## src/rtl/adc_if_defines.svh

```systemverilog
`ifndef ADC_IF_DEFINES_SVH
`define ADC_IF_DEFINES_SVH

// ******************************************************************
// ADC front end geometry
// ******************************************************************

// Number of SDI lanes the ADC drives in parallel
`define ADC_NUM_LANES 4

// Bits in one assembled conversion result
`define ADC_SAMPLE_WIDTH 16

// Each lane carries an equal slice of the sample per read frame
`define ADC_BITS_PER_LANE (`ADC_SAMPLE_WIDTH / `ADC_NUM_LANES)

// ******************************************************************
// Serial clock and output stream
// ******************************************************************

// delay_clk cycles spent in each half period of spi_sclk
`define SCLK_HALF_CYCLES 2

// Depth of the sample FIFO ahead of the stream
`define OUT_FIFO_DEPTH 4

// Credits the consumer grants right after reset
`define OUT_CREDITS 2

`endif

```

## src/rtl/adc_if_pkg.sv

```systemverilog
`include "adc_if_defines.svh"

package adc_if_pkg;

  // ******************************************************************
  // Vector types with a meaning of their own
  // ******************************************************************

  // One conversion result, lane 0 in the top slice
  typedef logic [`ADC_SAMPLE_WIDTH-1:0] sample_t;

  // One bit per SDI lane, bit i is lane i
  typedef logic [`ADC_NUM_LANES-1:0] lanes_t;

  // Counts edges or periods within one frame, it must reach ADC_BITS_PER_LANE itself
  typedef logic [$clog2(`ADC_BITS_PER_LANE + 1)-1:0] lane_bit_cnt_t;

  // FIFO fill level, from empty up to completely full
  typedef logic [$clog2(`OUT_FIFO_DEPTH + 1)-1:0] fifo_cnt_t;

  // Credits held towards the consumer
  typedef logic [$clog2(`OUT_CREDITS + 1)-1:0] credit_cnt_t;

  // Conversion sequencer states
  typedef enum logic [2:0] {
    st_idle,
    st_convert,
    st_wait_busy,
    st_clocking,
    st_wait_capture
  } seq_state_t;

endpackage

```

## src/rtl/adc_capture_top.sv

```systemverilog
`timescale 1ns/10ps

module adc_capture_top
  import adc_if_pkg::*;
(
  input  logic    delay_clk,
  input  logic    rst_n,
  input  logic    enable,
  input  logic    busy,
  input  logic    echo_sclk,
  input  lanes_t  sdi,
  output logic    cnv,
  output logic    spi_cs,
  output logic    spi_sclk,
  output logic    sample_valid,
  output sample_t sample_data,
  input  logic    credit_return
);

  // Frame start from the sequencer to the deserializer
  logic start_capture;
  // Finished sample, also tells the sequencer the frame is over
  logic cap_valid;
  sample_t cap_data;
  // FIFO can still take one more sample
  logic fifo_room;

  // ******************************************************************
  // Conversion control, capture and output stream
  // ******************************************************************
  conv_sequencer u_conv_sequencer (
    .delay_clk     (delay_clk),
    .rst_n         (rst_n),
    .enable        (enable),
    .fifo_room     (fifo_room),
    .busy          (busy),
    .cap_valid     (cap_valid),
    .cnv           (cnv),
    .spi_cs        (spi_cs),
    .spi_sclk      (spi_sclk),
    .start_capture (start_capture)
  );

  echo_capture u_echo_capture (
    .delay_clk     (delay_clk),
    .rst_n         (rst_n),
    .start_capture (start_capture),
    .echo_sclk     (echo_sclk),
    .sdi           (sdi),
    .cap_valid     (cap_valid),
    .cap_data      (cap_data)
  );

  sample_credit_out u_sample_credit_out (
    .delay_clk     (delay_clk),
    .rst_n         (rst_n),
    .cap_valid     (cap_valid),
    .cap_data      (cap_data),
    .credit_return (credit_return),
    .fifo_room     (fifo_room),
    .sample_valid  (sample_valid),
    .sample_data   (sample_data)
  );

endmodule

```

## src/rtl/conv_sequencer.sv

```systemverilog
`timescale 1ns/10ps
`include "adc_if_defines.svh"

module conv_sequencer
  import adc_if_pkg::*;
(
  input  logic delay_clk,
  input  logic rst_n,
  input  logic enable,
  input  logic fifo_room,
  input  logic busy,
  input  logic cap_valid,
  output logic cnv,
  output logic spi_cs,
  output logic spi_sclk,
  output logic start_capture
);

  // Half period counter width, kept at least one bit wide
  localparam int HALF_W = $clog2(`SCLK_HALF_CYCLES + 1);
  localparam logic [HALF_W-1:0] HALF_LAST = HALF_W'(`SCLK_HALF_CYCLES - 1);
  localparam lane_bit_cnt_t FRAME_PERIODS = lane_bit_cnt_t'(`ADC_BITS_PER_LANE);

  seq_state_t state;
  logic [HALF_W-1:0] half_cnt;
  lane_bit_cnt_t per_cnt;
  logic cap_seen;

  // Half period boundary of the serial clock
  logic half_done;
  assign half_done = (half_cnt == HALF_LAST);

  // ******************************************************************
  // Conversion and frame state machine
  // ******************************************************************
  always_ff @(posedge delay_clk or negedge rst_n) begin
    if (!rst_n) begin
      state         <= st_idle;
      cnv           <= 1'b0;
      spi_cs        <= 1'b1;
      spi_sclk      <= 1'b0;
      start_capture <= 1'b0;
      half_cnt      <= '0;
      per_cnt       <= '0;
    end else begin
      // Both strobes are single cycle pulses
      cnv           <= 1'b0;
      start_capture <= 1'b0;
      case (state)
        st_idle: begin
          // A new conversion only starts when the FIFO can take its result
          if (enable && fifo_room) begin
            cnv   <= 1'b1;
            state <= st_convert;
          end
        end
        st_convert: begin
          // Wait for the ADC to acknowledge cnv with busy
          if (busy) begin
            state <= st_wait_busy;
          end
        end
        st_wait_busy: begin
          // Falling busy opens the read frame on the next cycle
          if (!busy) begin
            spi_cs        <= 1'b0;
            spi_sclk      <= 1'b1;
            start_capture <= 1'b1;
            half_cnt      <= '0;
            per_cnt       <= '0;
            state         <= st_clocking;
          end
        end
        st_clocking: begin
          if (half_done) begin
            half_cnt <= '0;
            if (spi_sclk) begin
              // Falling edge closes one full period
              spi_sclk <= 1'b0;
              per_cnt  <= per_cnt + 1'b1;
            end else if (per_cnt == FRAME_PERIODS) begin
              // Last low phase done, release chip select
              spi_cs <= 1'b1;
              state  <= st_wait_capture;
            end else begin
              spi_sclk <= 1'b1;
            end
          end else begin
            half_cnt <= half_cnt + 1'b1;
          end
        end
        st_wait_capture: begin
          // With a short echo delay the capture may have finished already
          if (cap_valid || cap_seen) begin
            state <= st_idle;
          end
        end
        default: state <= st_idle;
      endcase
    end
  end

  // Remembers a capture that ends while the frame is still being clocked
  always_ff @(posedge delay_clk or negedge rst_n) begin
    if (!rst_n) begin
      cap_seen <= 1'b0;
    end else if (state == st_wait_busy && !busy) begin
      cap_seen <= 1'b0;
    end else if (cap_valid) begin
      cap_seen <= 1'b1;
    end
  end

endmodule

```

## src/rtl/echo_capture.sv

```systemverilog
`timescale 1ns/10ps
`include "adc_if_defines.svh"

module echo_capture
  import adc_if_pkg::*;
(
  input  logic    delay_clk,
  input  logic    rst_n,
  input  logic    start_capture,
  input  logic    echo_sclk,
  input  lanes_t  sdi,
  output logic    cap_valid,
  output sample_t cap_data
);

  localparam int BITS = `ADC_BITS_PER_LANE;
  localparam lane_bit_cnt_t LAST_EDGE = lane_bit_cnt_t'(BITS - 1);
  localparam lane_bit_cnt_t DONE_CNT = lane_bit_cnt_t'(BITS);

  logic echo_q;
  logic echo_q_d;
  lanes_t sdi_q;
  logic echo_rise;
  lane_bit_cnt_t edge_cnt;

  // Per lane shift registers and their value after the current edge
  logic [BITS-1:0] lane_sr [`ADC_NUM_LANES];
  logic [BITS-1:0] lane_next [`ADC_NUM_LANES];
  sample_t sample_next;

  // ******************************************************************
  // Input register stage
  // ******************************************************************

  // Echo and data share one stage so they keep the delay the ADC gave them
  always_ff @(posedge delay_clk or negedge rst_n) begin
    if (!rst_n) begin
      echo_q   <= 1'b0;
      echo_q_d <= 1'b0;
    end else begin
      echo_q   <= echo_sclk;
      echo_q_d <= echo_q;
    end
  end

  always_ff @(posedge delay_clk) begin
    sdi_q <= sdi;
  end

  assign echo_rise = echo_q & ~echo_q_d;

  // ******************************************************************
  // Lane deserializers
  // ******************************************************************

  // Each lane arrives MSB first, lane 0 lands in the top slice
  always_comb begin
    for (int i = 0; i < `ADC_NUM_LANES; i++) begin
      lane_next[i] = {lane_sr[i][BITS-2:0], sdi_q[i]};
      sample_next[`ADC_SAMPLE_WIDTH-1-i*BITS -: BITS] = lane_next[i];
    end
  end

  always_ff @(posedge delay_clk) begin
    if (echo_rise) begin
      for (int i = 0; i < `ADC_NUM_LANES; i++) begin
        lane_sr[i] <= lane_next[i];
      end
    end
  end

  // Edge counter parks at DONE_CNT so stray echo edges are ignored
  always_ff @(posedge delay_clk or negedge rst_n) begin
    if (!rst_n) begin
      edge_cnt  <= DONE_CNT;
      cap_valid <= 1'b0;
    end else begin
      cap_valid <= 1'b0;
      if (start_capture) begin
        edge_cnt <= '0;
      end else if (echo_rise && edge_cnt != DONE_CNT) begin
        edge_cnt <= edge_cnt + 1'b1;
        cap_valid <= (edge_cnt == LAST_EDGE);
      end
    end
  end

  // The whole sample is taken on the last edge of the frame
  always_ff @(posedge delay_clk) begin
    if (echo_rise && edge_cnt == LAST_EDGE) begin
      cap_data <= sample_next;
    end
  end

endmodule

```

## src/rtl/sample_credit_out.sv

```systemverilog
`timescale 1ns/10ps
`include "adc_if_defines.svh"

module sample_credit_out
  import adc_if_pkg::*;
(
  input  logic    delay_clk,
  input  logic    rst_n,
  input  logic    cap_valid,
  input  sample_t cap_data,
  input  logic    credit_return,
  output logic    fifo_room,
  output logic    sample_valid,
  output sample_t sample_data
);

  localparam int DEPTH = `OUT_FIFO_DEPTH;
  localparam int PTR_W = (DEPTH > 1) ? $clog2(DEPTH) : 1;
  localparam logic [PTR_W-1:0] PTR_LAST = PTR_W'(DEPTH - 1);

  sample_t fifo_mem [DEPTH];
  logic [PTR_W-1:0] wr_ptr;
  logic [PTR_W-1:0] rd_ptr;
  fifo_cnt_t fifo_cnt;
  credit_cnt_t credit_cnt;
  logic send;

  // A sample leaves when one is stored and the consumer has a slot for it
  assign send = (fifo_cnt != '0) && (credit_cnt != '0);

  // The sequencer holds off new conversions while this is low
  assign fifo_room = (fifo_cnt < fifo_cnt_t'(DEPTH));

  // ******************************************************************
  // Circular buffer
  // ******************************************************************
  always_ff @(posedge delay_clk) begin
    if (cap_valid) begin
      fifo_mem[wr_ptr] <= cap_data;
    end
  end

  always_ff @(posedge delay_clk or negedge rst_n) begin
    if (!rst_n) begin
      wr_ptr <= '0;
      rd_ptr <= '0;
    end else begin
      if (cap_valid) begin
        wr_ptr <= (wr_ptr == PTR_LAST) ? '0 : wr_ptr + 1'b1;
      end
      if (send) begin
        rd_ptr <= (rd_ptr == PTR_LAST) ? '0 : rd_ptr + 1'b1;
      end
    end
  end

  // Occupancy moves by at most one, a push and a pop together cancel
  always_ff @(posedge delay_clk or negedge rst_n) begin
    if (!rst_n) begin
      fifo_cnt <= '0;
    end else begin
      case ({cap_valid, send})
        2'b10:   fifo_cnt <= fifo_cnt + 1'b1;
        2'b01:   fifo_cnt <= fifo_cnt - 1'b1;
        default: fifo_cnt <= fifo_cnt;
      endcase
    end
  end

  // ******************************************************************
  // Credit accounting and the registered stream
  // ******************************************************************
  always_ff @(posedge delay_clk or negedge rst_n) begin
    if (!rst_n) begin
      credit_cnt <= credit_cnt_t'(`OUT_CREDITS);
    end else begin
      case ({send, credit_return})
        2'b10:   credit_cnt <= credit_cnt - 1'b1;
        2'b01:   credit_cnt <= credit_cnt + 1'b1;
        default: credit_cnt <= credit_cnt;
      endcase
    end
  end

  always_ff @(posedge delay_clk or negedge rst_n) begin
    if (!rst_n) begin
      sample_valid <= 1'b0;
    end else begin
      sample_valid <= send;
    end
  end

  // Head entry goes out together with the valid strobe
  always_ff @(posedge delay_clk) begin
    if (send) begin
      sample_data <= fifo_mem[rd_ptr];
    end
  end

endmodule

```

## config.mk

```make
export PLATFORM = sky130hd
export DESIGN_NAME = adc_capture_top
export DESIGN_NICKNAME = d
export VERILOG_FILES = /design/src/rtl/adc_if_pkg.sv /design/src/rtl/adc_capture_top.sv /design/src/rtl/conv_sequencer.sv /design/src/rtl/echo_capture.sv /design/src/rtl/sample_credit_out.sv
export VERILOG_INCLUDE_DIRS = /design/src /design/src/rtl
export SDC_FILE = /design/constraint.sdc
export NUM_CORES = 1
export LEC_CHECK = 0
export BUFFER_PORTS_ARGS = -buffer_cell sky130_fd_sc_hd__buf_2
export CAP_MARGIN = 0
export CORE_AREA = 5 5 116 118
export CTS_CLUSTER_DIAMETER = 60
export CTS_CLUSTER_SIZE = 30
export DETAILED_ROUTE_END_ITERATION = 8
export DIE_AREA = 0 0 121 123
export SETUP_SLACK_MARGIN = 0.5
export SYNTH_ARGS = -nofsm -noshare
export SYNTH_HDL_FRONTEND = slang
export SYNTH_SLANG_ARGS = --single-unit
```

## constraint.sdc

```tcl
create_clock -name delay_clk -period 4.8 [get_ports delay_clk]
set_clock_uncertainty 0.1 [all_clocks]
set_input_delay 0.72 -clock delay_clk [delete_from_list [all_inputs] [get_ports delay_clk]]
set_output_delay 0.72 -clock delay_clk [all_outputs]
set_load 0.005 [all_outputs]
```

Word level (Yosys, flattened, before mapping)
Memory sizes are Yosys's and may differ from the RTL's. A register that Yosys moved wholly into a read port is not among the register bits.
Index checks and enable logic that the tools add are counted.
{"block": "word_totals", "ff_bits": 49, "ram_bits": 80, "input_bits": 10, "output_inout_bits": 20, "mem_count": 2}
{"block": "op_classes", "n_addsub": 9, "n_lt_le_gt_ge": 1, "eq_ne": 22, "n_mux": 43, "n_bitwise": 2, "n_reduce_logical": 20}
{"memory": "u_sample_credit_out.fifo_mem", "words": 4, "word_bits": 16, "read_ports": 1, "rd_clocked_by_memory_dff": 1, "write_ports": 1, "line": "sample_credit_out.sv:21", "rtl": "sample_t fifo_mem [DEPTH];"}
{"memory": "u_echo_capture.lane_sr", "words": 4, "word_bits": 4, "read_ports": 4, "rd_clocked_by_memory_dff": 0, "write_ports": 4, "line": "echo_capture.sv:27", "rtl": "logic [BITS-1:0] lane_sr [`ADC_NUM_LANES];"}
{"operator": "$mux W3", "count": 12}
{"operator": "$mux W1", "count": 20}
{"operator": "$pmux W3 S5", "count": 1}
{"operator": "$pmux W3 S2", "count": 2}
{"operator": "$reduce_bool A2 Y1", "count": 6}
{"operator": "$ne A2 B1 Y1 const B", "count": 5}
{"operator": "$add A3 B1 Y3 const B", "count": 3}
{"operator": "$eq A3 B2 Y1 const B", "count": 3}
{"operator": "$add A2 B1 Y2 const B", "count": 4}
{"operator": "$eq A2 B2 Y1 const B", "count": 4}
{"operator": "$mux W2", "count": 4}
{"operator": "$pmux W2 S2", "count": 2}
{"operator": "$reduce_and A7 Y1", "count": 1}
{"operator": "$eq A2 B1 Y1 const B", "count": 3}
{"operator": "$eq A3 B3 Y1 const B", "count": 2}
{"operator": "$ne A2 B2 Y1 const B", "count": 3}
{"operator": "$logic_and A1 B1 Y1", "count": 5}
{"operator": "$reduce_and A5 Y1", "count": 1}
{"operator": "$pmux W1 S2", "count": 2}
{"operator": "$reduce_and A4 Y1", "count": 1}
{"operator": "$eq A3 B1 Y1 const B", "count": 1}
{"operator": "$logic_not A3 Y1", "count": 1}
{"operator": "$lt A3 B3 Y1 const B", "count": 1}
{"operator": "$ne A3 B3 Y1 const B", "count": 1}
{"operator": "other kinds (9)", "count": 9}

Longest topological paths before layout
{"block": "logic_depth", "depth_word": 5, "depth_mapped": 7, "depth_no_buf": 7}

Cells and area by module
A second synthesis with hierarchy kept.
{"block": "hier_totals", "hier_cells": 270, "area_unflattened_um2": 5307.6}
{"module": "sample_credit_out", "instances": 1, "cells_each": 147, "area_per_inst_um2": 3390.8, "seq_area_each_um2": 2653.8}
{"module": "echo_capture", "instances": 1, "cells_each": 58, "area_per_inst_um2": 1219.9, "seq_area_each_um2": 1072.3}
{"module": "conv_sequencer", "instances": 1, "cells_each": 65, "area_per_inst_um2": 696.9, "seq_area_each_um2": 326.6}

Worst setup path before layout
OpenSTA, ideal clock, no wires.
{"block": "synth_timing", "path_kind": "register to register", "startpoint": "reg u_sample_credit_out.fifo_cnt[0]", "endpoint": "reg u_sample_credit_out.fifo_cnt[2]", "setup_time_ns": 0.125, "t_arrival_ns": 2.197, "required_ns": 4.575, "setup_slack_ns": 2.378, "path_stages_with_launch": 8, "n_path_buf": 0, "period_less_slack_ns": 2.422, "cell_sequence": "dfrtp_1 -> o32ai_2 -> inv_1 -> ha_1 -> fa_1 -> xnor2_1 -> nor2_1 -> xor2_1"}
{"block": "synth_between", "elab_chain_cells": 4, "elab_cells_between_ends": 8}
{"item": "from (decl)", "line": "sample_credit_out.sv:24", "rtl": "fifo_cnt_t fifo_cnt;"}
{"item": "from (signal assigned)", "line": "sample_credit_out.sv:63", "rtl": "2'b10: fifo_cnt <= fifo_cnt + 1'b1;"}
{"item": "from (signal assigned)", "line": "sample_credit_out.sv:64", "rtl": "2'b01: fifo_cnt <= fifo_cnt - 1'b1;"}
{"item": "from (signal assigned)", "line": "sample_credit_out.sv:65", "rtl": "default: fifo_cnt <= fifo_cnt;"}
{"item": "$reduce_bool A3 Y1 *", "line": "sample_credit_out.sv:29", "rtl": "assign send = (fifo_cnt != '0) && (credit_cnt != '0);"}
{"item": "$logic_and A1 B1 Y1 *", "line": "sample_credit_out.sv:29"}
{"item": "net u_sample_credit_out.send", "line": "sample_credit_out.sv:26", "rtl": "logic send;"}
{"item": "$eq A2 B1 Y1 / $eq A2 B2 Y1 (equally long branches)", "line": "sample_credit_out.sv:62", "rtl": "case ({cap_valid, send})"}
{"item": "$pmux W3 S2 / $reduce_bool A2 Y1 (equally long branches)"}
Mark *: on every way through the listed nets, which the timed path passes. The rest lies on a longest branch.
A chain may end at the register's enable or synchronous reset.

Final worst setup path
Ends and elaborated chain as after synthesis.

==> flow_metrics.py <==
metrics = {
    "cts": {
        "cts-root-buf": "clkbuf_16",
        "htree_levels": 4,
        "clk_pin_slew_ps": 60,
        "numCtsBuffers": 17,
        "cts_resized": 0,
        "post-cts-setup-buffers": 0,
        "cts_tree": "done",
        "clock-sinks": 141,
        "cts_max_path_buffers": 2,
        "postCtsHoldBufs": 0,
        "worstSkewPairLatency_ps": 410,
    },
    "placement": {
        "gp_congestion": 0.710,
        "io_buffers": 29,
        "dp_hpwl_um": 4620,
        "dpl.cell_count": 460,
    },
    "floorplanning": {
        "rows": 41,
        "die_x_um": 121,
        "initial_core_util_pct": 41.8,
        "fp.dieH_um": 123,
        "dieArea_sq_mm": 0.0149,
        "coreArea_sq_mm": 0.0124,
        "io_pins": 30,
    },
    "power_and_ir_drop": {
        "p_clk_share_pct": 35.5,
        "peakVddDrop_mv": 0.312,
        "swShare_pct": 26.5,
        "seqPwrFrac_pct": 46.2,
        "pwr_density_cell_mw_per_mm2": 609,
        "power.total_mw": 3.72,
        "p_comb_share_pct": 18.3,
        "p_leak_nw": 2.22,
        "p_sw_mw": 0.988,
        "internal_power_mw": 2.73,
    },
    "timing": {
        "slew_headroom_pct": 37.5,
        "fin_setup_tns_ps": 0,
        "fmax_mhz": 365,
        "rsz0062_at_grt": "no",
        "finalCritPeriodShare_pct": 57.1,
        "worst_slew_pin_slew_ps": 937,
        "setup_viol": 0,
        "hold_viol_final": 0,
        "fin_crit_ps": 2740,
        "maxSlewViolCount": 0,
    },
    "global_route": {
        "grt-ovfl-total": 0,
        "grt_pass1_wl_um": 12600,
        "antenna_found_initial": 0,
        "grt.total_usage_pct": 11.5,
        "grt_pass1_vias": 2440,
        "grt_max_degree": 30,
    },
    "drt": {
        "wl_um": 7590,
        "vias": 2296,
        "drt_pass1_iterations": 4,
        "routedWlPerCell_um": 15.4,
        "viasPerCell": 4.67,
        "ant_nets": 0,
        "drcViolationCount": 0,
        "drtIter0Drc": 124,
    },
    "cells_and_area": {
        "drive_gt1_share_pct": 26.6,
        "final_net_count": 330,
        "instances_no_fill": 492,
        "area.growth.synth_to_final_pct": 18.2,
        "diodes": 0,
    },
    "critical_path": {
        "crit_type": "register to register",
        "startpoint_type": "register",
        "rr_worst_depth": 7,
        "required_ps": 5000,
        "regToRegStartpoint": "u_sample_credit_out.fifo_cnt[0]",
        "critPathMaxFanout": 18,
        "rrSetupSlack_ps": 2060,
        "rr_endpoint": "u_sample_credit_out.fifo_cnt[2]",
        "cp-end-kind": "register",
        "critical_path_arrival_ps": 2940,
    },
    "logic_synthesis": {
        "synth-warning-count": 0,
        "synth_top_area_cell": "edfxtp_1",
        "yosysMostFrequentCell": "edfxtp_1",
        "syn_avg_cell_area_sq_um": 19.6,
        "syn-num-nets": 287,
        "async_flop_share_pct": 20.6,
        "synth_ff_type": "edfxtp_1",
        "ys_ff_latch": 141,
        "syn-cell-area_sq_mm": 0.00516,
        "synth-edff-count": 108,
        "yosysUniqueCellTypes": 37,
        "netlist_instances": 264,
        "yosysSeqAreaShare_pct": 78.5,
        "synth_top_area_share_pct": 62.8,
        "ys_top_cells_by_count": "edfxtp_1, dfrtp_1, mux4_2",
        "netlist_top_cells_area": "edfxtp_1, dfrtp_1, mux4_2",
    },
    "hold_path": {
        "hp-class": "input port to async pin",
    },
    "run_status": {
        "status": "completed",
    },
    "run": {
        "cap_violations": 0,
    },
}
[cell usage in the layout, fill, tap and decap left out, types with 3 or more instances in the layout]
master,n
xnor2_1,3
mux4_2,16
clkinv_4,3
o21ai_0,7
nand2b_1,4
ha_1,12
inv_1,14
xor2_1,3
nand2_1,8
buf_2,29
dfrtp_1,26
clkinvlp_4,4
and2_1,6
clkbuf_16,17
dfxtp_1,4
mux2i_1,4
inv_6,4
bufinv_16,3
nor2_1,5
edfxtp_1,108
nand3_1,4
nor3_1,5
dfstp_2,3
a21oi_1,5
[flip-flops by register name (all words and copies together), names as in the netlist, 2 cells and up]
name and count:
u_conv_sequencer.half_cnt 2, u_conv_sequencer.per_cnt 3, u_conv_sequencer.state 3, u_echo_capture.cap_data 16
u_echo_capture.edge_cnt 3, u_echo_capture.lane_sr 12, u_echo_capture.sdi_q 4, u_sample_credit_out.credit_cnt 2
u_sample_credit_out.fifo_cnt 3, u_sample_credit_out.fifo_mem 64, u_sample_credit_out.rd_ptr 2, u_sample_credit_out.sample_data 16
u_sample_credit_out.wr_ptr 2
[metal layers]
metal / up-vias / routed length, um / global-route usage (%)
met4: 0 / 88 / 5.31
met1: 1150 / 3190 / 13.1
met5: - / 0 / 0
li1: 1100 / - / -
met2: 41 / 4000 / 19.3
met3: 5 / 302 / 4.48
[through the flow]
step | hold WS, ps | util [%] | cell area [sq um] | setup slack (ps)
after floorplan | 255 | - | 5160 | 2380
after global placement | 266 | 44.4 | 5490 | 2030
after detailed placement | 278 | 44.4 | 5490 | 2010
after CTS | 233 | 49.4 | 6110 | 1990
after global routing | 276 | 49.4 | 6110 | 1810
final | 229 | 49.4 | 6110 | 2060
[power groups by stage]
| stage | Sequential (mW) | Combinational (mW) | Clock, mW |
|---|---|---|---|
| final | 1.72 | 0.682 | 1.32 |
| after global routing | 1.75 | 0.772 | 1.41 |
| after CTS | 1.73 | 0.708 | 1.35 |
| after detailed placement | 1.75 | 0.702 | 0 |
| after global placement | 1.74 | 0.682 | 0 |
| after floorplan | 1.68 | 0.545 | 0 |
[area by class of cell]
type	instances	area (sq um)
fill	1019	6260
sequential	141	4050
multi-input combinational	103	1020
clock buffer	17	425
tap	172	215
clock inverter	15	186
timing repair buffer	30	153
inverter	14	52.6
[how the worst max path moves through the flow]
stage,start,end,slack (ps),depth (start not counted)
finish,u_sample_credit_out.fifo_cnt[0],u_sample_credit_out.fifo_cnt[2],2060,7
global route,u_sample_credit_out.fifo_cnt[0],u_sample_credit_out.fifo_cnt[2],1810,7
CTS,u_sample_credit_out.fifo_cnt[0],u_sample_credit_out.fifo_cnt[2],1990,7
detailed placement,u_sample_credit_out.fifo_cnt[0],u_sample_credit_out.fifo_cnt[2],2010,7
global placement,u_sample_credit_out.fifo_cnt[0],u_sample_credit_out.fifo_cnt[2],2030,7
floorplan,u_sample_credit_out.fifo_cnt[0],u_sample_credit_out.fifo_cnt[2],2380,7
[cells by family after synthesis]
family	count (synthesis)	synth area share, %
flops	141	78.5
xor+xnor	6	1.02
buf+inv	20	1.74
simple gates	42	4.80
mux	22	8.19
compound gates	20	2.47
fa+ha+maj	13	3.30
[critical path, stage by stage (launching register included)]
cell	delay [ps]
dfrtp_1	420
o32ai_2	430
inv_1	470
ha_1	400
fa_1	440
xnor2_1	160
nor2_1	60
xor2_1	140
Note: power is estimated with default switching activity, not from simulation.
